[config.mk]
export PLATFORM = sky130hd
export DESIGN_NAME = lfsr_8bits
export DESIGN_NICKNAME = d
export VERILOG_FILES = /design/src/design/lfsr_8bits.sv
export SDC_FILE = /design/constraint.sdc
export NUM_CORES = 1
export LEC_CHECK = 0
export ABC_CLOCK_PERIOD_IN_PS = 1200
export BUFFER_PORTS_ARGS = -buffer_cell sky130_fd_sc_hd__buf_2
export CORE_AREA = 5 5 42 44
export DETAILED_ROUTE_END_ITERATION = 8
export DIE_AREA = 0 0 47 49
export PLACE_DENSITY_LB_ADDON = 0.3
export SYNTH_ARGS = -nofsm -noshare
export SYNTH_HDL_FRONTEND = slang
export SYNTH_SLANG_ARGS = --single-unit
[constraint.sdc]
create_clock -name clk -period 1.2 [get_ports clk]
set_clock_uncertainty 0.15 [all_clocks]
set_input_delay 0.12 -clock clk [delete_from_list [all_inputs] [get_ports clk]]
set_output_delay 0.12 -clock clk [all_outputs]
set_load 0.005 [all_outputs]
[src/design/lfsr_8bits.sv]
`timescale 1ns/1ps
`default_nettype none

module lfsr_8bits (
	input  logic       clk,
	input  logic       rst,
	input  logic       update,
	output logic [7:0] val
);

	logic feedback;

	// x^8 + x^6 + x^5 + x^4 + 1, mirrored for a right shift
	assign feedback = val[0] ^ val[2] ^ val[3] ^ val[4];

	always_ff @(posedge clk) begin
		if (rst) begin
			// alternating seed, so the first fills go to alternate ways
			val <= 8'haa;
		end else if (update) begin
			val <= {feedback, val[7:1]};
		end
	end

endmodule

`default_nettype wire

# Word-level counts from Yosys, hierarchy flattened
# Index checks and enable logic that the tools add are counted.
[word_totals]
output_inout_bits = 8
reg_bits = 8
elab_cells = 4
[classes]
n_bitwise = 3
[op_table]
columns = ["operator", "count"]
rows = [
  ["bitwise XOR 1 bit", 3],
]

# Logic depth before layout (Yosys ltp)
[logic_depth]
ltp_word = 3
mapped_depth = 3
depth_no_buf = 3

# Least setup slack after synthesis
# Ideal clock, no wire load.
[synth_timing]
kind = "reg2reg"
start = "register val[4]"
end = "register val[7]"
period_less_slack_ps = 998
path_slack_ps = 202
required_time_ps = 920
stages_incl_launch_ff = 4
t_arrival_ps = 718
setup_time_ps = 130
n_path_buf = 0
cell_sequence = "dfxtp_1 xnor2_1 xnor2_1 a31oi_1"
[synth_between]
elab_chain_cells = 1
[synth_rtl]
columns = ["item", "line", "source"]
rows = [
  ["start, declared", "8", "output logic [7:0] val"],
  ["start signal, assigned", "21", "val <= {feedback, val[7:1]};"],
  ["bitwise XOR 1 bit", "14", "assign feedback = val[0] ^ val[2] ^ val[3] ^ val[4];"],
]
# No other way between the ends.
# A chain may end at the register's enable or synchronous reset.

# Worst setup path after layout
[layout_timing]
start = "input rst"
end = "register val[7]"
[layout_lines]
columns = ["item", "line", "source"]
rows = [
  ["start, declared", "6", "input logic rst,"],
]
# No word-level cell between the ends.

==> results.py <==
metrics = {
    "run_status": {
        "outcome": "complete, no violations",
    },
    "grt": {
        "grt_usage_pct": 6.21,
        "grt.overflow.total": 0,
        "grt_max_degree": 10,
        "grt_pass1_wl_um": 1050,
        "grt_pass1_vias": 230,
        "antenna_found_initial": 0,
    },
    "timing": {
        "max_freq_mhz": 946,
        "fin_crit_ps": 1060,
        "hold_viol_final": 0,
        "finalSetupViolations": 0,
        "finalCritPeriodShare_pct": 88.1,
        "slew_headroom_pct": 84.3,
        "rsz0062_at_grt": "false",
        "worstMarginPinSlew_ps": 236,
        "slew_viol_final": 0,
        "finalWorstSetupSlack_ps": 142,
        "tns_ps": 0,
    },
    "detailed_routing": {
        "routedWlPerCell_um": 10.8,
        "drc": 0,
        "vias_per_cell": 4.12,
        "drt_pass1_iterations": 4,
        "num_vias": 239,
        "drtIter0Drc": 3,
        "drt-total-wl_um": 627,
        "ant_nets": 0,
    },
    "logic_synthesis": {
        "synth-simple-area-share_pct": 10.3,
        "synth_seq_cells": 8,
        "synth_top_family_by_area": "multiplexers",
        "syn-cell-area_um2": 303,
        "ys_warn_count": 0,
        "syn_area_per_cell_um2": 10.4,
        "synth_mux_area_share_pct": 23.1,
        "synthXorXnorAreaFrac_pct": 8.68,
        "seq_area_frac_synth_pct": 52.9,
        "synthCells": 29,
        "synth_fa_ha_area_share_pct": 0,
        "synth_compound_area_share_pct": 2.07,
        "synth_cell_types": 9,
        "syn_nets": 32,
    },
    "placed_design": {
        "port_buffers": 10,
        "pre_cts_ws_ps": 161,
        "gp_congestion": 0.649,
    },
    "floorplan": {
        "chipWidth_um": 47,
        "start_util_pct": 21.6,
        "die_h_um": 49,
        "dieArea_um2": 2300,
        "placementRows": 14,
        "pin_count": 11,
        "core_area_um2": 1400,
    },
    "min_path": {
        "hold_class": "primary input to flip-flop",
    },
    "cells_and_area": {
        "final_cell_mix": "10 x buf_2, 8 x dfxtp_1, 7 x mux2i_1",
        "largestRegisters": "val: 8 flops",
        "regMostFlops": "val",
        "nets": 47,
        "insertedDiodeCount": 0,
        "syn2layout_area_growth_pct": 32.2,
        "final_common_cell": "buf_2",
        "final_layout_size_suffix_gt1_share_pct": 31.0,
        "largest_reg_flops": 8,
    },
    "setup_path": {
        "max_stage_delay_ps": 530,
        "reg2reg_depth": 3,
        "startpoint": "rst",
        "worstPathArrival_ps": 1030,
        "cp-endpoint": "val[7]",
        "end_kind": "flip-flop",
        "path_max_fanout": 6,
        "crit_chain": "dlygate4sd3_1 > buf_2 > inv_1 > a31oi_1",
        "reg2reg_slack_ps": 150,
        "critPathSlowestCell": "dlygate4sd3_1",
        "critPathKind": "primary input to flip-flop",
        "regToRegEndpoint": "val[7]",
        "critical_path_required_ps": 1170,
        "r2r_start": "val[2]",
        "start_kind": "primary input",
    },
    "job": {
        "maxCapViolations": 0,
    },
    "clocking": {
        "htreeDepth": 1,
        "clk_latency_ps": 250,
        "clockBufferDepth": 2,
        "post_cts_buffers": 0,
        "cts_tree": "built",
        "numCtsBuffers": 3,
        "cts.clk_slew.worst_paths_ps": 50,
        "cts_resized": 0,
        "clock_sinks": 8,
        "clockRootBuffer": "clkbuf_4",
    },
    "power": {
        "power_density_nw_per_um2": 1550,
        "irDropWorstVdd_uv": 412,
        "leakage_nw": 0.192,
    },
}
## stage by stage
step	power [mW]	utilization (%)	std cells	instance area (µm²)	hold WS, ps
after floorplan	0.379	-	29	303	42.4
after CTS	0.638	28.6	58	400	73.4
after global routing	0.662	28.6	58	400	121
final	0.619	28.6	58	400	86.8
after global placement	0.418	26.3	54	368	227
after detailed placement	0.419	26.3	54	368	225
## metal layers
| metal | global-route usage [%] | wire (µm) | up-vias |
|---|---|---|---|
| li1 | - | - | 123 |
| met1 | 8.63 | 320 | 106 |
| met2 | 7.47 | 253 | 10 |
| met3 | 4.80 | 53 | 0 |
| met4 | 1.38 | 0 | 0 |
| met5 | 0 | 0 | - |
## area by class of cell
class                           instances  area, µm²
Tap cell                               16       20.0
Multi-Input combinational cell         19        134
Inverter                                1       3.75
Fill cell                             163       1000
Sequential cell                         8        160
Clock buffer                            3       22.5
Timing Repair Buffer                   11       60.1
## critical path: cells and delay by family
family	cells	cell delay (ps)
AO/OA/AOI/OAI	1	90
buffers and inverters	3	810
## synthesized netlist by cell type
library cell / number / share of area, %
mux2i_1: 7 / 23
a31oi_1: 1 / 2.1
nor2_1: 4 / 5.0
buf_2: 1 / 1.7
inv_1: 1 / 1.2
nand2_1: 3 / 3.7
nor3_1: 1 / 1.7
xnor2_1: 3 / 8.7
dfxtp_1: 8 / 53
## how the worst min path moves through the flow
| stage | to | cells past startpoint | startpoint | slack (ps) |
|---|---|---|---|---|
| 2_1_floorplan | val[0] | 1 | rst | 40 |
| 3_3_place_gp | val[6] | 2 | rst | 230 |
| 6_report | val[7] | 2 | update | 90 |
| 3_5_place_dp | val[0] | 2 | rst | 230 |
| 4_1_cts | val[7] | 2 | update | 70 |
| 5_1_grt | val[7] | 2 | update | 120 |
## cells by family after synthesis
kind of cell    Yosys count
compound gates            1
mux                       7
xor+xnor                  3
simple gates              8
buf+inv                   2
flops                     8
## timing repair
action	CTS	global route
hold buffers	1	0
endpoints found under the hold margin	4	0
setup endpoints to repair	0	0
## report_power, final
group	leakage (nW)	total [mW]	switching [mW]	internal (mW)
Clock	0.0138	0.205	0.0909	0.114
Combinational	0.112	0.0985	0.0431	0.0554
Sequential	0.0667	0.315	0.0228	0.292
Total	0.192	0.619	0.157	0.462
No activity file was read; power rests on OpenSTA's default activity.
