### config.mk
export PLATFORM = sky130hd
export DESIGN_NAME = icache_data_array
export DESIGN_NICKNAME = d
export VERILOG_FILES = /design/src/common/icache_pkg.sv /design/src/icache/icache_data_array.sv
export VERILOG_INCLUDE_DIRS = /design/src /design/src/common
export SDC_FILE = /design/constraint.sdc
export NUM_CORES = 2
export LEC_CHECK = 0
export BUFFER_PORTS_ARGS = -buffer_cell sky130_fd_sc_hd__buf_2
export CAP_MARGIN = 0
export CELL_PAD_IN_SITES_DETAIL_PLACEMENT = 0
export CELL_PAD_IN_SITES_GLOBAL_PLACEMENT = 1
export CORE_UTILIZATION = 60
export DETAILED_ROUTE_END_ITERATION = 7
export GPL_TIMING_DRIVEN = 0
export MAX_ROUTING_LAYER = met4
export PLACE_DENSITY_LB_ADDON = 0.1
export SLEW_MARGIN = 10
export SYNTH_ARGS = -nofsm -noshare
export SYNTH_HDL_FRONTEND = slang
export SYNTH_SLANG_ARGS = --single-unit
### constraint.sdc
create_clock -name clk -period 12.2 [get_ports clk]
set_clock_uncertainty 0.2 [all_clocks]
set_input_delay 1.22 -clock clk [delete_from_list [all_inputs] [get_ports clk]]
set_output_delay 1.22 -clock clk [all_outputs]
set_load 0.005 [all_outputs]
### src/common/icache_settings.svh
`ifndef ICACHE_SETTINGS_SVH
`define ICACHE_SETTINGS_SVH

// cache geometry
`define ICACHE_WAYS 2
`define ICACHE_SETS 16

// 32-bit beats per line
`define ICACHE_BEATS 4

// address split: tag | index | byte offset in line
`define ICACHE_OFFSET_BITS 4
`define ICACHE_INDEX_BITS 4
`define ICACHE_TAG_BITS 24

`endif

### src/common/icache_pkg.sv
`default_nettype none

`include "icache_settings.svh"

package icache_pkg;

	typedef logic [`ICACHE_INDEX_BITS-1:0] index_t;
	typedef logic [`ICACHE_TAG_BITS-1:0] tag_t;
	typedef logic [$clog2(`ICACHE_BEATS)-1:0] offset_t;
	typedef logic [`ICACHE_WAYS-1:0] way_vec_t;
	typedef logic [$clog2(`ICACHE_WAYS)-1:0] way_idx_t;

	typedef enum logic [1:0] {
		BURST_FIXED = 2'b00,
		BURST_INCR  = 2'b01,
		BURST_WRAP  = 2'b10
	} burst_t;

	typedef enum logic [2:0] {
		IDLE,
		WAIT_ARREADY,
		RECEIVING,
		DRAIN,
		FINISH
	} ctrl_state_t;

	typedef struct packed {
		logic        read;
		logic        flush;
		logic        stall_req;
		logic [31:0] address;
	} fetch_req_t;

	typedef struct packed {
		logic        stall;
		logic        valid;
		logic [31:0] rddata;
	} fetch_resp_t;

	// control half of the fetch response
	typedef struct packed {
		logic stall;
		logic valid;
	} fetch_ctl_t;

	typedef struct packed {
		logic        arvalid;
		logic [31:0] araddr;
		logic [7:0]  arlen;
		logic [2:0]  arsize;
		burst_t      arburst;
		logic        rready;
	} bus_req_t;

	typedef struct packed {
		logic        arready;
		logic        rvalid;
		logic        rlast;
		logic [31:0] rdata;
	} bus_resp_t;

	typedef struct packed {
		logic valid;
		tag_t tag;
	} tag_entry_t;

	typedef logic [`ICACHE_BEATS-1:0][31:0] line_t;

	function automatic index_t addr_index(input logic [31:0] addr);
		return addr[`ICACHE_OFFSET_BITS +: `ICACHE_INDEX_BITS];
	endfunction

	function automatic tag_t addr_tag(input logic [31:0] addr);
		return addr[31 -: `ICACHE_TAG_BITS];
	endfunction

	// word within the line
	function automatic offset_t addr_offset(input logic [31:0] addr);
		return addr[`ICACHE_OFFSET_BITS-1:2];
	endfunction

endpackage

`default_nettype wire

### src/icache/icache_data_array.sv
`timescale 1ns/1ps
`default_nettype none

`include "icache_settings.svh"

module icache_data_array (
	input  logic                 clk,
	input  logic                 rst,
	input  icache_pkg::index_t   index,
	input  icache_pkg::way_vec_t we,
	input  icache_pkg::line_t    wline,
	input  icache_pkg::way_vec_t hit,
	input  icache_pkg::offset_t  offset,
	input  logic                 stall_req,
	output logic [31:0]          rddata
);
	import icache_pkg::*;

	logic [`ICACHE_WAYS-1:0][31:0] way_word;
	logic [31:0]                   sel_word;

	for (genvar w = 0; w < `ICACHE_WAYS; w++) begin : gen_way
		line_t mem [`ICACHE_SETS];
		line_t rd_line;

		always_ff @(posedge clk) begin
			if (we[w]) begin
				mem[index] <= wline;
			end
			rd_line <= mem[index];
		end

		assign way_word[w] = rd_line[offset];
	end

	// at most one way hits
	always_comb begin
		sel_word = '0;
		for (int w = 0; w < `ICACHE_WAYS; w++) begin
			if (hit[w]) begin
				sel_word |= way_word[w];
			end
		end
	end

	// stage 3
	always_ff @(posedge clk) begin
		if (rst) begin
			rddata <= '0;
		end else if (!stall_req) begin
			rddata <= sel_word;
		end
	end

endmodule

`default_nettype wire

Yosys cells after proc, flatten, opt, wreduce, memory -nomap -nowiden --
Memory sizes are Yosys's and may differ from the RTL's. A register that Yosys moved wholly into a read port is not among the register bits. Cells that the tools add are included.
Operators by class: equality and inequality tests 0, muxes and demuxes 10, multipliers 0, shifts and indexed selects 0, reduce and logical (&&, ||, !) cells 0, div/mod/pow operators 0, bitwise gates (word level) 1, order comparisons 1, add/sub/neg operators 0
Operator list (number):
- 32-bit binary-select mux with 2-bit select | 2
- 32-bit two-way mux | 4
- 32-bit OR | 1
- 1-bit two-way mux | 4
- 2-bit by 3-bit less-than comparator with 1-bit output, second input constant | 1
Word-level totals: word-level logic and storage cells 15, bits in writable memories 4096, latch bits 0, bits in read-only memories 0, bits of input ports 141, output and inout bits 32, memories kept 2, flip-flop bits (word level) 32
Memory list:
- gen_way[0].mem | depth 16, width 128, rd ports 1, clocked after memory_dff 1, write ports 1, line icache_data_array.sv:23 | line_t mem [`ICACHE_SETS];
- gen_way[1].mem | depth 16, width 128, rd ports 1, clocked after memory_dff 1, write ports 1, line icache_data_array.sv:23

Logic depth before layout (Yosys ltp) --
depth in word-level cells 5, mapped depth 7, depth with buffers taken out 3

Worst setup path before layout --
Ideal clock, no wire load.
path kind in2reg, start point input index[1], end point memory gen_way[0].mem[0][0] (netlist name), enable pin, slack 3.695 ns, stages on the path 6, library setup time 0.617 ns, data arrival time 7.688 ns, cells stage by stage buf_2 > buf_2 > buf_2 > buf_1 > or3b_2 > nor2_1
RTL lines:
- start, declared | line icache_data_array.sv:9 | input icache_pkg::index_t index,
- end, declared | line icache_data_array.sv:23
No word-level cell before the write port.

Final worst setup path --
start point input index[1], end point memory gen_way[0].mem[7][19] (netlist name), enable pin
No word-level cell before the write port.

==> run_results.csv <==
group,metric,value,unit
critical_path,worst_setup_path_start_kind,"primary input",
yosys,synth-simple-area-share,0.864,%
yosys,synth_top_area_share,76.3,%
critical_path,critPathLaunch,"index[1]",
power_and_ir_drop,total_leakage_power,0.0599,uW
timing,slew_headroom,11.7,%
timing,final_hold_viol_count,0,
global_route,grt_pass1_vias,77600,
global_route,grt_pass1_wl,602000,microns
timing,drv_slew,0,
die,num_io_pins,173,
yosys,synthMuxAreaShare,15.2,%
die,die_x,520,microns
clocking,ctsHoldBuffers,0,
critical_path,cp_common_cell,"buf_2",
clocking,cts.htree.levels,5,
drt,postRouteAntennaNets,0,
final_layout,final_common_cell,"edfxtp_1",
timing,fin_crit,4.98,ns
critical_path,rr_startpoint,"gen_way[1].rd_line[109]$_DFF_P_",
final_layout,most-common-layout-cells,"edfxtp_1 (4096), mux4_2 (1056), a22oi_1 (512), clkbuf_16 (432), dfxtp_1 (288)",
yosys,synth_seq_cells,4384,
clocking,clkSinkCount,4384,
drt,vias,78100,
run_status,status,"finished clean",
critical_path,critical_path_arrival,5.42,ns
final_layout,syn2layout_area_growth,15.6,%
global_route,grt_max_degree,33,
critical_path,cp.required,12.65,ns
final_layout,multi_input_area,30500,sq um
clocking,cts_setup_buffers,0,
yosys,synth_ff_type,"edfxtp_1",
yosys,syn_nets,7006,
yosys,synth_adder_area_share,0,%
final_layout,nets,7829,
placement,place.gp.congestion,0.946,
drt,post-route-drc-count,0,
final_layout,fillCellCount,15800,
critical_path,critPathKind,"primary input to register",
clocking,cts_tree,"built",
final_layout,drive_gt1_share,28.7,%
clocking,cts_resized,0,
timing,worst_pin_slew,1.29,ns
global_route,track_usage,33.5,%
yosys,syn_inst,6865,
yosys,synth_compound_area_share,2.78,%
timing,rsz0062_at_grt,"false",
worst_hold_path,worstHoldStart,"rst",
placement,hpwl,298000,microns
yosys,synth_xor_xnor_area_share,0,%
timing,max_freq,201,MHz
clocking,clockBufferDepth,4,
global_route,antenna_found_initial,59,
die,core,266000,sq um
timing,final.setup.tns,0,ns
drt,drtIter0Drc,11200,
global_route,overflow,0,
yosys,yosys_warnings,0,
placement,port_buffers,167,
die,die_h,520,microns
critical_path,slowest_delay,0.83,ns
power_and_ir_drop,peakVddDrop,143,uV
yosys,synth_cell_types,23,
yosys,yosysSeqAreaShare,79.9,%
flow_run,maxCapViolCount,0,
yosys,synth.area.top_cells,"edfxtp_1 (76%), mux4_2 (15%), dfxtp_1 (3.6%)",
drt,wirelength,434000,microns
yosys,yosysTopAreaCell,"edfxtp_1",
timing,setup_viol,0,
worst_hold_path,hold_path.class,"primary input to register",
yosys,syn-cell-area,161000,sq um
power_and_ir_drop,p_per_area,173,nW/um^2
yosys,synth_top_family_by_area,"multiplexers",
clocking,root_buffer,"clkbuf_16",
die,rows,189,
die,floorplan.initialDensity,60.5,%
yosys,synth_edf_count,4096,
critical_path,crit_chain,"buf_2, buf_2, buf_2, buf_1, nand3_1, nor2_4, buf_12, buf_12, buf_16, buf_16",
final_layout,fin_util,70.0,%
yosys,async_reset_ff_share,0,%
critical_path,crit_family,"buffers and inverters",
yosys,syn_area_per_cell,23.5,sq um
drt,wire_per_inst,37.2,microns
drt,first_pass_iters,7,
final_layout,regArea,129000,sq um
clocking,clock_latency,0.98,ns
critical_path,cp_num_buf_inv,8,
critical_path,cp-end-kind,"register",
clocking,path_clk_slew,0.06,ns
clocking,cts_buffers,425,
timing,post-route-period-util,40.8,%
critical_path,crit_fanout,21,
drt,viasPerCell,6.70,
critical_path,slowest_stage,"nor2_4",
die,die-area,271000,sq um
final cells by class:
class	instances	area share [%]
antenna	63	0.0846
buffer	382	1.10
clock buffer	549	6.22
clock inverter	247	1.55
inverter	32	0.0644
multi-input combinational	2067	16.4
sequential	4384	69.1
tap	3533	2.37
timing repair buffer	396	3.14
power by group:
group          total (uW)  internal, uW  switching [uW]  leakage [uW]
registers           17100         16800             279        0.0394
logic                1690           630            1060        0.0134
clock network       13500          7890            5620       0.00707
total               32300         25400            6960        0.0599
state kept, by name, summed over array words and instances (netlist names):
name,cells
rddata,32
gen_way.rd_line,256
gen_way.mem,4096
Yosys cell counts (all sizes together), types with 2 or more instances:
master and n:
o31a 32, nor2 33, mux4 1056, inv 32, nor2b 3, and2 33
nand2b 3, dfxtp 288, or3b 2, edfxtp 4096, buf 183, nand3 2
a22oi 512, clkbuf 199, o22ai 32, a21oi 32, nand2 260, mux2i 64
nand3b 2
cell families (layout without fill, tap and decap cells):
group | Yosys count | in the layout
AOI/OAI and AO/OA | 608 | 608
buffers and inverters | 414 | 1606
DFF | 4384 | 4384
muxes | 1120 | 1120
other | 0 | 63
and+or+nand+nor | 339 | 339
per-stage QoR:
step	setup WS [ns]	total power, uW	hold WS, ns	std cells	instance area, sq um
after floorplan	3.70	18100	0.323	6865	161000
after global placement	-4.20	19000	0.422	10600	166000
after detailed placement	6.41	19100	0.431	10800	172000
after CTS	7.41	32400	0.367	11600	186000
after global routing	7.26	33100	0.422	11600	186000
final	7.22	32300	0.435	11700	186000
worst register-to-register path, stage by stage (launching register included):
cell and delay (ns):
dfxtp_1 0.36, mux2i_1 1.02, o22ai_1 0.19, o31a_1 0.28
metal layers:
metal | vias up | part of all wire, % | GRT usage, %
li1 | 31000 | - | -
met5 | - | 0 | -
met2 | 4506 | 48 | 51.0
met1 | 41600 | 36 | 43.8
met4 | 0 | 6.1 | 18.1
met3 | 890 | 9.7 | 5.95
final timing paths:
kind	end	slack, ns	depth (start not counted)
worst max register to register	rddata[13]$_SDFFE_PP0N_	10.03	3
worst max-delay path	gen_way[0].mem[7][19]$_DFFE_PP_	7.22	10
worst min-delay path	rddata[0]$_SDFFE_PP0N_	0.44	3
worst min register to register	rddata[30]$_SDFFE_PP0N_	0.45	3
No activity file was read; power rests on OpenSTA's default activity.
