$ cat src/common/icache_settings.svh
`ifndef ICACHE_SETTINGS_SVH
`define ICACHE_SETTINGS_SVH

// cache geometry
`define ICACHE_WAYS 2
`define ICACHE_SETS 16

// 32-bit beats per line
`define ICACHE_BEATS 4

// address split: tag | index | byte offset in line
`define ICACHE_OFFSET_BITS 4
`define ICACHE_INDEX_BITS 4
`define ICACHE_TAG_BITS 24

`endif

$ cat src/common/icache_pkg.sv
`default_nettype none

`include "icache_settings.svh"

package icache_pkg;

	typedef logic [`ICACHE_INDEX_BITS-1:0] index_t;
	typedef logic [`ICACHE_TAG_BITS-1:0] tag_t;
	typedef logic [$clog2(`ICACHE_BEATS)-1:0] offset_t;
	typedef logic [`ICACHE_WAYS-1:0] way_vec_t;
	typedef logic [$clog2(`ICACHE_WAYS)-1:0] way_idx_t;

	typedef enum logic [1:0] {
		BURST_FIXED = 2'b00,
		BURST_INCR  = 2'b01,
		BURST_WRAP  = 2'b10
	} burst_t;

	typedef enum logic [2:0] {
		IDLE,
		WAIT_ARREADY,
		RECEIVING,
		DRAIN,
		FINISH
	} ctrl_state_t;

	typedef struct packed {
		logic        read;
		logic        flush;
		logic        stall_req;
		logic [31:0] address;
	} fetch_req_t;

	typedef struct packed {
		logic        stall;
		logic        valid;
		logic [31:0] rddata;
	} fetch_resp_t;

	// control half of the fetch response
	typedef struct packed {
		logic stall;
		logic valid;
	} fetch_ctl_t;

	typedef struct packed {
		logic        arvalid;
		logic [31:0] araddr;
		logic [7:0]  arlen;
		logic [2:0]  arsize;
		burst_t      arburst;
		logic        rready;
	} bus_req_t;

	typedef struct packed {
		logic        arready;
		logic        rvalid;
		logic        rlast;
		logic [31:0] rdata;
	} bus_resp_t;

	typedef struct packed {
		logic valid;
		tag_t tag;
	} tag_entry_t;

	typedef logic [`ICACHE_BEATS-1:0][31:0] line_t;

	function automatic index_t addr_index(input logic [31:0] addr);
		return addr[`ICACHE_OFFSET_BITS +: `ICACHE_INDEX_BITS];
	endfunction

	function automatic tag_t addr_tag(input logic [31:0] addr);
		return addr[31 -: `ICACHE_TAG_BITS];
	endfunction

	// word within the line
	function automatic offset_t addr_offset(input logic [31:0] addr);
		return addr[`ICACHE_OFFSET_BITS-1:2];
	endfunction

endpackage

`default_nettype wire

$ cat src/icache/icache_refill_buffer.sv
`timescale 1ns/1ps
`default_nettype none

module icache_refill_buffer (
	input  logic                  clk,
	input  logic                  rst,
	input  logic                  start,
	input  icache_pkg::bus_resp_t bus_resp,
	input  logic                  rready,
	output icache_pkg::line_t     line,
	output logic                  line_done
);
	import icache_pkg::*;

	offset_t beat;
	line_t   buffer;
	logic    take;

	assign take      = bus_resp.rvalid & rready;
	assign line_done = take & bus_resp.rlast;

	always_ff @(posedge clk) begin
		if (rst || start) begin
			beat <= '0;
		end else if (take) begin
			beat <= beat + 1'b1;
		end
	end

	always_ff @(posedge clk) begin
		if (take) begin
			buffer[beat] <= bus_resp.rdata;
		end
	end

	// current beat goes straight through so the line is whole on rlast
	always_comb begin
		line = buffer;
		if (take) begin
			line[beat] = bus_resp.rdata;
		end
	end

endmodule

`default_nettype wire

$ cat config.mk
export PLATFORM = sky130hd
export DESIGN_NAME = icache_refill_buffer
export DESIGN_NICKNAME = d
export VERILOG_FILES = /design/src/common/icache_pkg.sv /design/src/icache/icache_refill_buffer.sv
export VERILOG_INCLUDE_DIRS = /design/src /design/src/common
export SDC_FILE = /design/constraint.sdc
export NUM_CORES = 1
export LEC_CHECK = 0
export BUFFER_PORTS_ARGS = -buffer_cell sky130_fd_sc_hd__buf_2
export CORE_ASPECT_RATIO = 1.1
export CORE_MARGIN = 2
export CORE_UTILIZATION = 41
export CTS_CLUSTER_SIZE = 25
export DETAILED_ROUTE_END_ITERATION = 12
export PLACE_DENSITY = 0.67
export SLEW_MARGIN = 25
export SYNTH_ARGS = -nofsm -noshare
export SYNTH_HDL_FRONTEND = slang
export SYNTH_SLANG_ARGS = --single-unit
$ cat constraint.sdc
create_clock -name clk -period 1.9 [get_ports clk]
set_clock_uncertainty 0.1 [all_clocks]
set_input_delay 0.285 -clock clk [delete_from_list [all_inputs] [get_ports clk]]
set_output_delay 0.285 -clock clk [all_outputs]
set_load 0.02 [all_outputs]
## Yosys cells after proc, flatten, opt, wreduce, memory -nomap -nowiden

Cells that the tools add are included.

- Input bits: 39
- Word-level logic and storage cells: 16
- Flip-flop bits (word level): 130
- Output and inout bits: 129

- Reductions and logical operators: 2
- $add $sub $neg: 1
- Bitwise logic cells: 2
- $lt $le $gt $ge: 2
- Mux-type cells: 4

Operators by type and width:

| operator | number |
|---|---|
| 128-bit bitwise mux | 1 |
| 128-bit two-way mux | 1 |
| 32-bit demux with 2-bit select | 1 |
| 32-bit two-way mux | 1 |
| 2-bit by 3-bit < comparator with 1-bit output, second input constant | 1 |
| 2-bit by 1-bit adder with 2-bit output, second input constant | 1 |
| 1-bit bitwise AND | 2 |
| 2-bit by 1-bit greater-or-equal comparator with 1-bit output, second input constant | 1 |
| 1-bit logical AND | 1 |
| 1-bit logical OR | 1 |

## Logic depth before layout (Yosys ltp)

- Depth in word-level cells: 6
- Gate-level depth with buffers: 5
- Mapped depth without buffers: 4

## Worst setup path before layout

No wires, ideal clock.

- Path type: reg-to-output
- Start: reg beat[0]
- End: out line[2] (netlist bit)
- Arrival: 1.289 ns
- Cell stages (with the launch flop): 6
- Setup slack: 0.226 ns
- Path buffers: 1
- Cells stage by stage: dfxtp_1 -> inv_1 -> ha_1 -> nand3_4 -> buf_6 -> mux2_1

RTL lines:

| item | RTL line | text |
|---|---|---|
| from (decl) | icache_refill_buffer.sv:15 | `offset_t beat;` |
| from (signal assigned) | icache_refill_buffer.sv:26 | `beat <= beat + 1'b1;` |
| to (decl) | icache_refill_buffer.sv:10 | `output icache_pkg::line_t line,` |

==> impl_metrics.prom <==
# TYPE chip_impl_metric gauge
chip_impl_metric{name="vias_in_the_first_global_route",unit=""} 3143
chip_impl_metric{name="clock_sinks",unit=""} 130
chip_impl_metric{name="tns",unit="ns"} -36.14
chip_impl_info{name="grt_setup_unrepaired",value="yes"} 1
chip_impl_metric{name="finish.net_count",unit=""} 530
chip_impl_info{name="critPathCaptureType",value="primary output"} 1
chip_impl_metric{name="setup_slack",unit="ns"} -0.3292
chip_impl_metric{name="synthCells",unit=""} 290
chip_impl_metric{name="route.antenna.remaining_nets",unit=""} 0
chip_impl_metric{name="grt_start_max_net_pins",unit=""} 18
chip_impl_metric{name="yosysWarningCount",unit=""} 0
chip_impl_metric{name="placed_cells",unit=""} 598
chip_impl_metric{name="numPortBuffers",unit=""} 166
chip_impl_metric{name="drt_first_iter_violations",unit=""} 112
chip_impl_metric{name="total_leakage_power",unit="nW"} 3.539
chip_impl_metric{name="syn-cell-area",unit="sq um"} 4403
chip_impl_info{name="hold_path_end",value="beat[0]"} 1
chip_impl_metric{name="report.power.total",unit="W"} 0.007894
chip_impl_metric{name="finalWeightedCongestion",unit=""} 0.7301
chip_impl_info{name="failed_checks",value="setup timing"} 1
chip_impl_metric{name="boundaryPins",unit=""} 168
chip_impl_metric{name="worst_setup_hold_path_clk_slew",unit="ns"} 0.06
chip_impl_metric{name="drv_cap",unit=""} 0
chip_impl_info{name="worstHoldStart",value="rst"} 1
chip_impl_metric{name="min_delay_path_depth",unit=""} 3
chip_impl_metric{name="grt_overflow_total",unit=""} 0
chip_impl_info{name="timing_worst_setup_path_type",value="flip-flop to primary output"} 1
chip_impl_metric{name="route.final.wire_length",unit="mm"} 11.57
chip_impl_metric{name="max_slew_margin",unit=""} 0.8371
chip_impl_metric{name="slew_violations",unit=""} 0
chip_impl_metric{name="synthesis.area_per_instance",unit="sq um"} 15.18
chip_impl_metric{name="floorplan.die_area",unit="sq um"} 11580
chip_impl_info{name="timing.critical_path.from_type",value="flip-flop"} 1
chip_impl_metric{name="total_via_count_in_the_routed_design",unit=""} 3008
chip_impl_metric{name="syn_to_final_growth",unit="%"} 60.61
chip_impl_metric{name="max-vdd-ir-drop",unit="V"} 0.0008315
chip_impl_metric{name="hold_viol_final",unit=""} 0
chip_impl_metric{name="remaining_drc_errors",unit=""} 0
chip_impl_metric{name="dp.final_hpwl",unit="mm"} 6.889
chip_impl_info{name="tritoncts",value="yes"} 1
chip_impl_metric{name="distinct_cells_synth",unit=""} 15
chip_impl_metric{name="htree_levels",unit=""} 4
chip_impl_metric{name="cp_data_required_time",unit="ns"} 1.51
chip_impl_metric{name="diodes",unit=""} 0
chip_impl_metric{name="fp.coreArea",unit="sq um"} 10440
chip_impl_metric{name="antenna_found_initial",unit=""} 0
chip_impl_metric{name="clkLatencyLatePin",unit="ns"} 0.40
chip_impl_metric{name="arrival",unit="ns"} 1.84
chip_impl_info{name="clock-root-buffer",value="sky130_fd_sc_hd__clkbuf_16"} 1
chip_impl_metric{name="routed_via_density",unit=""} 4.678
chip_impl_metric{name="synth_seq_area_share",unit=""} 0.5911
chip_impl_metric{name="cts_buffers",unit=""} 17
chip_impl_metric{name="row_cnt",unit=""} 39
chip_impl_info{name="worstReg2RegEnd",value="buffer[61]"} 1
chip_impl_metric{name="drt-wirelength-per-cell",unit="um"} 17.99
chip_impl_metric{name="post_route_cells_drive_above_1_share",unit=""} 0.7320
chip_impl_metric{name="critical_path.max_fanout",unit=""} 17
chip_impl_metric{name="post-route-min-period",unit="ns"} 2.229
chip_impl_metric{name="post-route-period-util",unit=""} 1.173
chip_impl_info{name="timing.hold.worst.class",value="input pin to flip-flop"} 1
chip_impl_metric{name="power_density",unit="nW/um^2"} 1116
chip_impl_metric{name="timing.reg2reg.setup_slack",unit="ns"} 0.28
chip_impl_metric{name="die_height",unit="um"} 112.7
chip_impl_metric{name="initial_utilization",unit=""} 0.4216
chip_impl_metric{name="synth_seq_cells",unit=""} 130
chip_impl_metric{name="report.final.setup_viol",unit=""} 128
chip_impl_metric{name="synth_fp_nets",unit=""} 333
chip_impl_metric{name="final_cell_count_no_fill",unit=""} 643
chip_impl_metric{name="cts_buffer_depth",unit=""} 2
chip_impl_metric{name="timing.hold.ws",unit="ns"} 0.02155
chip_impl_metric{name="die_width",unit="um"} 102.8
chip_impl_metric{name="max_freq",unit="MHz"} 448.6
chip_impl_metric{name="worst_r2r_path_depth",unit=""} 7
chip_impl_info{name="outcome",value="finished with violations"} 1
chip_impl_info{name="mostFrequentLayoutCells",value="128 x sky130_fd_sc_hd__dfxtp_1, 82 x sky130_fd_sc_hd__buf_6, 80 x sky130_fd_sc_hd__mux2_4, 73 x sky130_fd_sc_hd__buf_2, 48 x sky130_fd_sc_hd__mux2_2"} 1
chip_impl_metric{name="first_pass_iters",unit=""} 4
chip_impl_metric{name="grt_first_pass_wirelength",unit="mm"} 16.03
chip_impl_info{name="rr_startpoint",value="beat[1]"} 1
chip_impl_metric{name="globalRouteTotalUtil",unit=""} 0.1839
chip_impl_metric{name="max_slew.worst_pin.slew",unit="ns"} 0.2443
chip_impl_info{name="commonest_non_fill_non_tap_cell_in_the_layout",value="sky130_fd_sc_hd__dfxtp_1"} 1
==> power breakdown <==
group	total [W]	internal, W	switching, W
logic	0.00179	0.000961	0.000827
clock network	0.00299	0.00175	0.00124
registers	0.00312	0.00303	0.0000827
total	0.00789	0.00575	0.00215
==> Yosys cell counts (all sizes together) <==
library cell | number | area (sq um)
dfxtp | 130 | 2603
a21bo | 2 | 20.02
or2 | 1 | 6.260
mux2 | 128 | 1468
and3 | 1 | 6.260
buf | 14 | 150.1
nand3 | 5 | 75.07
a21oi | 2 | 10.01
inv | 2 | 7.510
nand3b | 1 | 7.510
ha | 4 | 50.05
==> stage by stage <==
step | util | setup WS [ns] | cell area [sq um]
final | 0.6772 | -0.3292 | 7072
after global routing | 0.6772 | -0.3923 | 7072
after CTS | 0.6314 | -0.3585 | 6594
after floorplan | - | 0.2259 | 4403
after detailed placement | 0.5241 | 0.009419 | 5473
after global placement | 0.5241 | 0.04174 | 5473
==> how the worst max path moves through the flow <==
stage                     startpoint         to  slack (ns)
after floorplan              beat[0]    line[2]        0.23
after global placement       beat[1]   line[58]        0.04
after detailed placement     beat[0]   line[19]       0.009
after CTS                    beat[0]    line[7]       -0.36
after global routing         beat[0]   line[69]       -0.39
final                        beat[0]  line[118]       -0.33
==> timing repair <==
action,4_1_cts,5_1_grt
gates cloned,3,2
hold buffers,0,0
setup buffers,5,5
pin swaps,0,1
gates resized for setup,145,124
endpoints found under the setup margin,128,128
==> sequential cells by signal, indices dropped and copies added (netlist names) <==
signal	count
beat	2
buffer	128
==> layer usage <==
| layer | global-route usage | vias to the layer above | share of wire |
|---|---|---|---|
| li1 | - | 1415 | - |
| met1 | 0.2082 | 1461 | 0.40 |
| met2 | 0.3072 | 121 | 0.51 |
| met3 | 0.07783 | 11 | 0.078 |
| met4 | 0.06667 | 0 | 0.011 |
| met5 | 0 | - | 0 |
==> worst max-delay path, cell delays in order, from the launching register on <==
cell	delay, ns
sky130_fd_sc_hd__dfxtp_4	0.36
sky130_fd_sc_hd__ha_1	0.23
sky130_fd_sc_hd__nand3_4	0.11
sky130_fd_sc_hd__buf_12	0.19
sky130_fd_sc_hd__mux2_2	0.37
sky130_fd_sc_hd__buf_2	0.16
==> cell families after synthesis <==
| logic type | after synthesis | synth area share |
|---|---|---|
| and+or+nand+nor | 8 | 0.02160 |
| adders and majority gates | 4 | 0.01137 |
| buffers and inverters | 16 | 0.03581 |
| DFF | 130 | 0.5911 |
| AOI/OAI and AO/OA | 4 | 0.006820 |
| muxes | 128 | 0.3333 |
==> layout make-up <==
class | count | area [sq um]
Fill cell | 771 | 3371
Sequential cell | 130 | 2610
Multi-Input combinational cell | 144 | 1954
Timing Repair Buffer | 192 | 1762
Clock buffer | 19 | 452.9
Tap cell | 143 | 178.9
Clock inverter | 13 | 101.3
Inverter | 2 | 12.51
No activity file was read; power rests on OpenSTA's default activity.
