`config.mk`:
```
export PLATFORM = sky130hd
export DESIGN_NAME = icache_ctrl
export DESIGN_NICKNAME = d
export VERILOG_FILES = /design/src/common/icache_pkg.sv /design/src/icache/icache_ctrl.sv
export VERILOG_INCLUDE_DIRS = /design/src /design/src/common
export SDC_FILE = /design/constraint.sdc
export NUM_CORES = 1
export LEC_CHECK = 0
export ABC_CLOCK_PERIOD_IN_PS = 3000
export BUFFER_PORTS_ARGS = -buffer_cell sky130_fd_sc_hd__buf_2
export CAP_MARGIN = 20
export CORE_UTILIZATION = 42
export CTS_CLUSTER_SIZE = 16
export DETAILED_ROUTE_END_ITERATION = 16
export PLACE_DENSITY = 0.83
export RECOVER_POWER = 25
export SLEW_MARGIN = 20
export SYNTH_ARGS = -nofsm -noshare
export SYNTH_HDL_FRONTEND = slang
export SYNTH_SLANG_ARGS = --single-unit
```
`constraint.sdc`:
```
create_clock -name clk -period 3 [get_ports clk]
set_input_delay 0.3 -clock clk [delete_from_list [all_inputs] [get_ports clk]]
set_output_delay 0.3 -clock clk [all_outputs]
set_load 0.005 [all_outputs]
```
`src/common/icache_settings.svh`:
```
`ifndef ICACHE_SETTINGS_SVH
`define ICACHE_SETTINGS_SVH

// cache geometry
`define ICACHE_WAYS 2
`define ICACHE_SETS 16

// 32-bit beats per line
`define ICACHE_BEATS 4

// address split: tag | index | byte offset in line
`define ICACHE_OFFSET_BITS 4
`define ICACHE_INDEX_BITS 4
`define ICACHE_TAG_BITS 24

`endif

```
`src/common/icache_pkg.sv`:
```
`default_nettype none

`include "icache_settings.svh"

package icache_pkg;

	typedef logic [`ICACHE_INDEX_BITS-1:0] index_t;
	typedef logic [`ICACHE_TAG_BITS-1:0] tag_t;
	typedef logic [$clog2(`ICACHE_BEATS)-1:0] offset_t;
	typedef logic [`ICACHE_WAYS-1:0] way_vec_t;
	typedef logic [$clog2(`ICACHE_WAYS)-1:0] way_idx_t;

	typedef enum logic [1:0] {
		BURST_FIXED = 2'b00,
		BURST_INCR  = 2'b01,
		BURST_WRAP  = 2'b10
	} burst_t;

	typedef enum logic [2:0] {
		IDLE,
		WAIT_ARREADY,
		RECEIVING,
		DRAIN,
		FINISH
	} ctrl_state_t;

	typedef struct packed {
		logic        read;
		logic        flush;
		logic        stall_req;
		logic [31:0] address;
	} fetch_req_t;

	typedef struct packed {
		logic        stall;
		logic        valid;
		logic [31:0] rddata;
	} fetch_resp_t;

	// control half of the fetch response
	typedef struct packed {
		logic stall;
		logic valid;
	} fetch_ctl_t;

	typedef struct packed {
		logic        arvalid;
		logic [31:0] araddr;
		logic [7:0]  arlen;
		logic [2:0]  arsize;
		burst_t      arburst;
		logic        rready;
	} bus_req_t;

	typedef struct packed {
		logic        arready;
		logic        rvalid;
		logic        rlast;
		logic [31:0] rdata;
	} bus_resp_t;

	typedef struct packed {
		logic valid;
		tag_t tag;
	} tag_entry_t;

	typedef logic [`ICACHE_BEATS-1:0][31:0] line_t;

	function automatic index_t addr_index(input logic [31:0] addr);
		return addr[`ICACHE_OFFSET_BITS +: `ICACHE_INDEX_BITS];
	endfunction

	function automatic tag_t addr_tag(input logic [31:0] addr);
		return addr[31 -: `ICACHE_TAG_BITS];
	endfunction

	// word within the line
	function automatic offset_t addr_offset(input logic [31:0] addr);
		return addr[`ICACHE_OFFSET_BITS-1:2];
	endfunction

endpackage

`default_nettype wire

```
`src/icache/icache_ctrl.sv`:
```
`timescale 1ns/1ps
`default_nettype none

`include "icache_settings.svh"

module icache_ctrl (
	input  logic                   clk,
	input  logic                   rst,
	input  icache_pkg::fetch_req_t req,
	output icache_pkg::fetch_ctl_t resp_ctl,
	input  icache_pkg::way_vec_t   hit,
	input  logic                   line_done,
	input  icache_pkg::bus_resp_t  bus_resp,
	output icache_pkg::bus_req_t   bus_req,
	output icache_pkg::index_t     ram_index,
	output icache_pkg::way_vec_t   tag_we,
	output icache_pkg::way_vec_t   data_we,
	output icache_pkg::tag_t       install_tag,
	output icache_pkg::offset_t    offset,
	input  icache_pkg::way_idx_t   victim,
	output logic                   lfsr_update,
	output logic                   refill_start
);
	import icache_pkg::*;

	ctrl_state_t state;
	ctrl_state_t state_d;
	logic [31:0] s2_addr;
	logic        s2_read;
	logic [31:0] refill_addr;
	logic        ar_done;
	logic        valid_q;
	logic        busy;
	logic        any_hit;
	logic        stall;
	logic        stall_s2;
	logic        ar_fire;
	logic        install;

	assign any_hit = |hit;
	assign busy    = (state != IDLE);

	// miss or refill in progress holds stage 2, unless flushed or held by the cpu
	assign stall    = s2_read & ~req.flush & ~req.stall_req & (busy | ~any_hit);
	assign stall_s2 = stall | req.stall_req;

	assign resp_ctl.stall = stall;
	assign resp_ctl.valid = valid_q;

	// held stage 2 keeps re-reading its own set
	assign ram_index   = stall_s2 ? addr_index(s2_addr) : addr_index(req.address);
	assign install_tag = addr_tag(s2_addr);
	assign offset      = addr_offset(s2_addr);

	// read address channel, line aligned INCR burst of 4-byte beats
	assign bus_req.arvalid = (state == WAIT_ARREADY) | ((state == DRAIN) & ~ar_done);
	assign bus_req.araddr  = {refill_addr[31:`ICACHE_OFFSET_BITS], {`ICACHE_OFFSET_BITS{1'b0}}};
	assign bus_req.arlen   = 8'(`ICACHE_BEATS - 1);
	assign bus_req.arsize  = 3'b010;
	assign bus_req.arburst = BURST_INCR;
	assign bus_req.rready  = (state == RECEIVING) | (state == DRAIN);

	assign ar_fire      = bus_req.arvalid & bus_resp.arready;
	assign refill_start = ar_fire;

	// install on the last beat unless the request got flushed
	assign install     = (state == RECEIVING) & line_done & ~req.flush;
	assign lfsr_update = install;

	always_comb begin
		tag_we         = '0;
		tag_we[victim] = install;
	end

	assign data_we = tag_we;

	always_comb begin
		state_d = state;
		case (state)
			IDLE: begin
				if (s2_read & ~any_hit & ~req.flush) begin
					state_d = WAIT_ARREADY;
				end
			end
			WAIT_ARREADY: begin
				if (req.flush) begin
					state_d = DRAIN;
				end else if (bus_resp.arready) begin
					state_d = RECEIVING;
				end
			end
			RECEIVING: begin
				if (line_done) begin
					state_d = req.flush ? IDLE : FINISH;
				end else if (req.flush) begin
					state_d = DRAIN;
				end
			end
			DRAIN: begin
				if (line_done) begin
					state_d = IDLE;
				end
			end
			// one more cycle so the RAMs re-read the new line
			FINISH: state_d = IDLE;
			default: state_d = IDLE;
		endcase
	end

	always_ff @(posedge clk) begin
		if (rst) begin
			state   <= IDLE;
			s2_read <= 1'b0;
			valid_q <= 1'b0;
			ar_done <= 1'b0;
		end else begin
			state <= state_d;
			if (!stall_s2) begin
				s2_read <= req.read;
			end else if (req.flush) begin
				s2_read <= 1'b0;
			end
			if (!req.stall_req) begin
				valid_q <= s2_read & ~req.flush & ~busy & any_hit;
			end
			if (state == IDLE) begin
				ar_done <= 1'b0;
			end else if (ar_fire) begin
				ar_done <= 1'b1;
			end
		end
	end

	always_ff @(posedge clk) begin
		if (!stall_s2) begin
			s2_addr <= req.address;
		end
		// stays put while a refill runs, even if stage 2 moves on
		if (state == IDLE) begin
			refill_addr <= s2_addr;
		end
	end

endmodule

`default_nettype wire

```
## After elaboration in Yosys (flattened, before gate mapping)

Cells that the tools add are included.

| word-level totals | value |
|---|---|
| register bits after elaboration | 70 |
| bits of input ports | 76 |
| word-level logic and storage cells | 56 |

| operators by class | value |
|---|---|
| magnitude comparators | 2 |
| equality and inequality tests | 8 |
| multiplexer cells | 13 |
| bitwise logic cells | 21 |
| reduce and logical (&&, ||, !) cells | 6 |

Operators by type and width:

| cell | count |
|---|---|
| $mux 3 | 7 |
| $pmux 3 s4 | 1 |
| $and 1x1->1 | 11 |
| $eq 3x2->1 const B | 2 |
| $ne 2x2->1 const B | 3 |
| $ne 3x3->1 const B | 2 |
| $not 1->1 | 5 |
| $mux 4 | 1 |
| $or 1x1->1 | 4 |
| $reduce_and 4->1 | 1 |
| $reduce_or 2->1 | 2 |
| $eq 3x1->1 const B | 1 |
| $logic_not 3->1 | 1 |
| $mux 1 | 3 |
| $reduce_bool 3->1 | 1 |
| $and 2x2->2 | 1 |
| $lt 1x2->1 const B | 1 |
| $demux 1 s1 | 1 |
| $ge 1x1->1 const B | 1 |
| $logic_and 1x1->1 | 1 |

## Longest topological paths before layout

| logic depth | value |
|---|---|
| depth after elaboration | 6 |
| gate-level depth with buffers | 7 |

## Worst setup path before layout

Ideal clock, no wire load.

| timing path | value |
|---|---|
| path kind | register -> output |
| from | register state[1] |
| to | output ram_index[0] |
| arrival | 2.478 ns |
| required time | 2.700 ns |
| setup slack | 0.222 ns |
| stages on the path, launching flop included | 6 |
| path buffers | 1 |
| cells stage by stage | dfxtp_1 -> buf_4 -> nor3_4 -> nand2_4 -> a21oi_4 -> mux2_2 |

| on the way | value |
|---|---|
| word-level cells in the longest chain between the ends | 5 |

Ends and longest elaborated chain:

| element | RTL line | text |
|---|---|---|
| from (decl) | icache_ctrl.sv:26 | `ctrl_state_t state;` |
| from (signal assigned) | icache_ctrl.sv:117 | `state <= state_d;` |
| $reduce_bool 3->1 | icache_ctrl.sv:41 | `assign busy = (state != IDLE);` |
| $or 1x1->1 | icache_ctrl.sv:44 | `assign stall = s2_read & ~req.flush & ~req.stall_req & (busy \| ~any_hit);` |
| $and 1x1->1 | icache_ctrl.sv:44 |  |
| $or 1x1->1 | icache_ctrl.sv:45 | `assign stall_s2 = stall \| req.stall_req;` |
| $mux 4 | icache_ctrl.sv:51 | `assign ram_index = stall_s2 ? addr_index(s2_addr) : addr_index(req.address);` |
| to (decl) | icache_ctrl.sv:15 | `output icache_pkg::index_t ram_index,` |

Every way passes these cells.

## Worst setup path after layout

| timing path | value |
|---|---|
| from | register state[0] |
| to | output ram_index[3] |

The elaborated chain is that of the path after synthesis.

==> flow_summary.toml <==
[synthesis]
async_flop_share_pct = 0
yosys_warnings = 0
ys_seq_area_share_pct = 73.08
syn_inst = 160
syn_area_per_cell_um2 = 15.92
ys.flop_type = "edfxtp_1"
ys_types = 29
synth_edf_count = 58
ys_ff_latch = 64
syn_area_mm2 = 0.002547

[power_and_ir_drop]
ir_worst_vdd_mv = 0.3498
p_total_w = 0.001962
power.density_mw_per_mm2 = 632.9
p_leak_nw = 1.349

[timing]
fmax_mhz = 459.9
setup_tns_ns = 0
skew_ns = 0.007131
hold_violations = 0
min_period_ns = 2.174
slew_violations = 0
rsz0062_at_grt = "false"
setup_viol = 0
period_share_pct = 72.47

[route]
drt_wl_total_mm = 4.240
drc = 0
wl_per_cell_um = 12.97
vias_per_cell = 4.538
antenna_left = 0
num_vias = 1484
dr.pass1.iters = 4
initialDrtViolationCount = 73

[worst_setup_path]
cp_data_required_time_ns = 2.70
cpPeakStageDelay_ns = 0.40
critical-path-slowest-cell = "dfxtp_1"
crit_fanout = 10
end_kind = "primary output"
crit_path_cell_trace = "nor3_4 > nand2_4 > a21oi_4 > mux2_2 > buf_2"
path_class = "flop to primary output"
crit_arrival_ns = 1.87
crit_path_start_kind = "flop"

[clocking]
clock_latency_ns = 0.32
cts_made_buffers = 9
clk_transition_reported_paths_ns = 0.07
htree_levels = 3
cts_buffer_depth = 2
cts.sinks = 64
cts_hold_buf = 0
cts_resized = 0
ctsRootBufferMaster = "clkbuf_8"
post_cts_buffers = 0
cts_tree = "yes"

[layout]
drive_above_1_share_pct = 52.78
area_growth_pct = 21.71
final_nets = 323
diodes = 0

[floorplanning]
ios = 161
die_h_um = 79.88
fp.dieW_um = 79.88
core_area_mm2 = 0.005886
dieArea_mm2 = 0.006381
floorplan.rows = 28
initial_utilization_pct = 43.28

[status]
status = "finished clean"

[job]
drv_cap = 0

[placed_design]
place_hpwl_mm = 3.104
place_congestion = 0.6289
numPortBuffers = 107

[grt]
grt_pass1_vias = 1387
grt_overflow = 0
antenna_found_initial = 1
grt_pass1_wl_mm = 6.258
grt_max_degree = 31
track_usage_pct = 13.87

[hold_path]
hold_class = "input port to flop"
## final timing paths
kind,start,endpoint,slack [ns],depth (start not counted)
hold / removal,req[20],s2_addr[20],0.14,1
setup reg to reg,state[0],s2_addr[16],1.33,4
hold reg to reg,s2_addr[22],refill_addr[22],0.44,0
setup / recovery,state[0],ram_index[3],0.83,5
## layout make-up
type,count,area [µm²]
clock buffers,9,123.9
clock inverters,7,95.09
fillers,511,2785
inverters,3,11.26
multi-input cells,59,359.1
flip-flops and latches,64,1862
well taps,75,93.84
repair buffers,110,555.5
## placed cells by master (no fill, tap or decap), types with 2 or more instances in the layout
cell       count
inv_1          3
conb_1        17
bufinv_16      2
buf_4          3
a21oi_1        4
nand3_1        2
nor2_1         8
nand2_1        2
clkbuf_1       2
edfxtp_1      58
o21ai_0        2
clkinv_2       2
and2_1         2
mux2_2         4
buf_2        105
nor3b_1        2
dfxtp_1        6
o21a_1         2
clkbuf_8       9
## report_power, final
| part | switching, W | total, W | internal, W |
|---|---|---|---|
| Combinational | 0.0000640 | 0.000128 | 0.0000636 |
| Clock | 0.000319 | 0.000787 | 0.000469 |
| Sequential | 0.0000170 | 0.00105 | 0.00103 |
## stage by stage
stage / hold slack, ns / utilization (%) / setup slack, ns / cell area (µm²) / instances
after detailed placement: 0.4339 / 49.00 / 1.149 / 2884 / 311
after floorplan: 0.3691 / - / 0.2224 / 2604 / 175
after global routing: 0.1116 / 52.68 / 0.6971 / 3100 / 327
final: 0.1446 / 52.68 / 0.8258 / 3100 / 327
after CTS: 0.1212 / 52.72 / 0.7773 / 3103 / 327
after global placement: 0.4237 / 49.00 / 1.179 / 2884 / 311
## logic make-up (layout without fill, tap and decap cells)
kind of cell	after synthesis	after routing	share of synthesized area (%)
muxes	4	4	1.768
buffers and inverters	52	129	15.03
and+or+nand+nor	23	23	5.403
DFF	64	64	73.08
AOI/OAI and AO/OA	15	15	4.421
other	2	17	0.2948
## sequential cells by signal, summed over array words and instances (netlist names)
signal	flops
s2_read	1
s2_addr	30
valid_q	1
ar_done	1
refill_addr	28
state	3
## critical path: cells and delay by family, from the launching register on
kind	cells	cell delay, ns
AO/OA/AOI/OAI	1	0.31
buffers and inverters	1	0.12
flip-flops	1	0.40
multiplexers	1	0.38
AND/OR/NAND/NOR	2	0.34
## synth_stat cells (2+ instances only)
| cell | count | area share, % |
|---|---|---|
| conb_1 | 2 | 0.29 |
| edfxtp_1 | 58 | 68 |
| a21oi_1 | 4 | 0.79 |
| nor2_1 | 8 | 1.2 |
| inv_1 | 3 | 0.44 |
| nand3_1 | 2 | 0.39 |
| nand2_1 | 2 | 0.29 |
| nor3b_1 | 2 | 0.59 |
| o21ai_0 | 2 | 0.39 |
| dfxtp_1 | 6 | 4.7 |
| mux2_2 | 4 | 1.8 |
| o21a_1 | 2 | 0.59 |
| buf_4 | 48 | 14 |
| and2_1 | 2 | 0.49 |
## per-layer routing
| layer | track usage [%] | routed length (µm) | share of wire [%] |
|---|---|---|---|
| met2 | 22.56 | 2155 | 51 |
| met3 | 7.886 | 470 | 11 |
| met1 | 14.06 | 1546 | 36 |
| met5 | 0 | 13 | 0.31 |
| met4 | 7.321 | 54 | 1.3 |
Note: power is estimated with default switching activity, not from simulation.
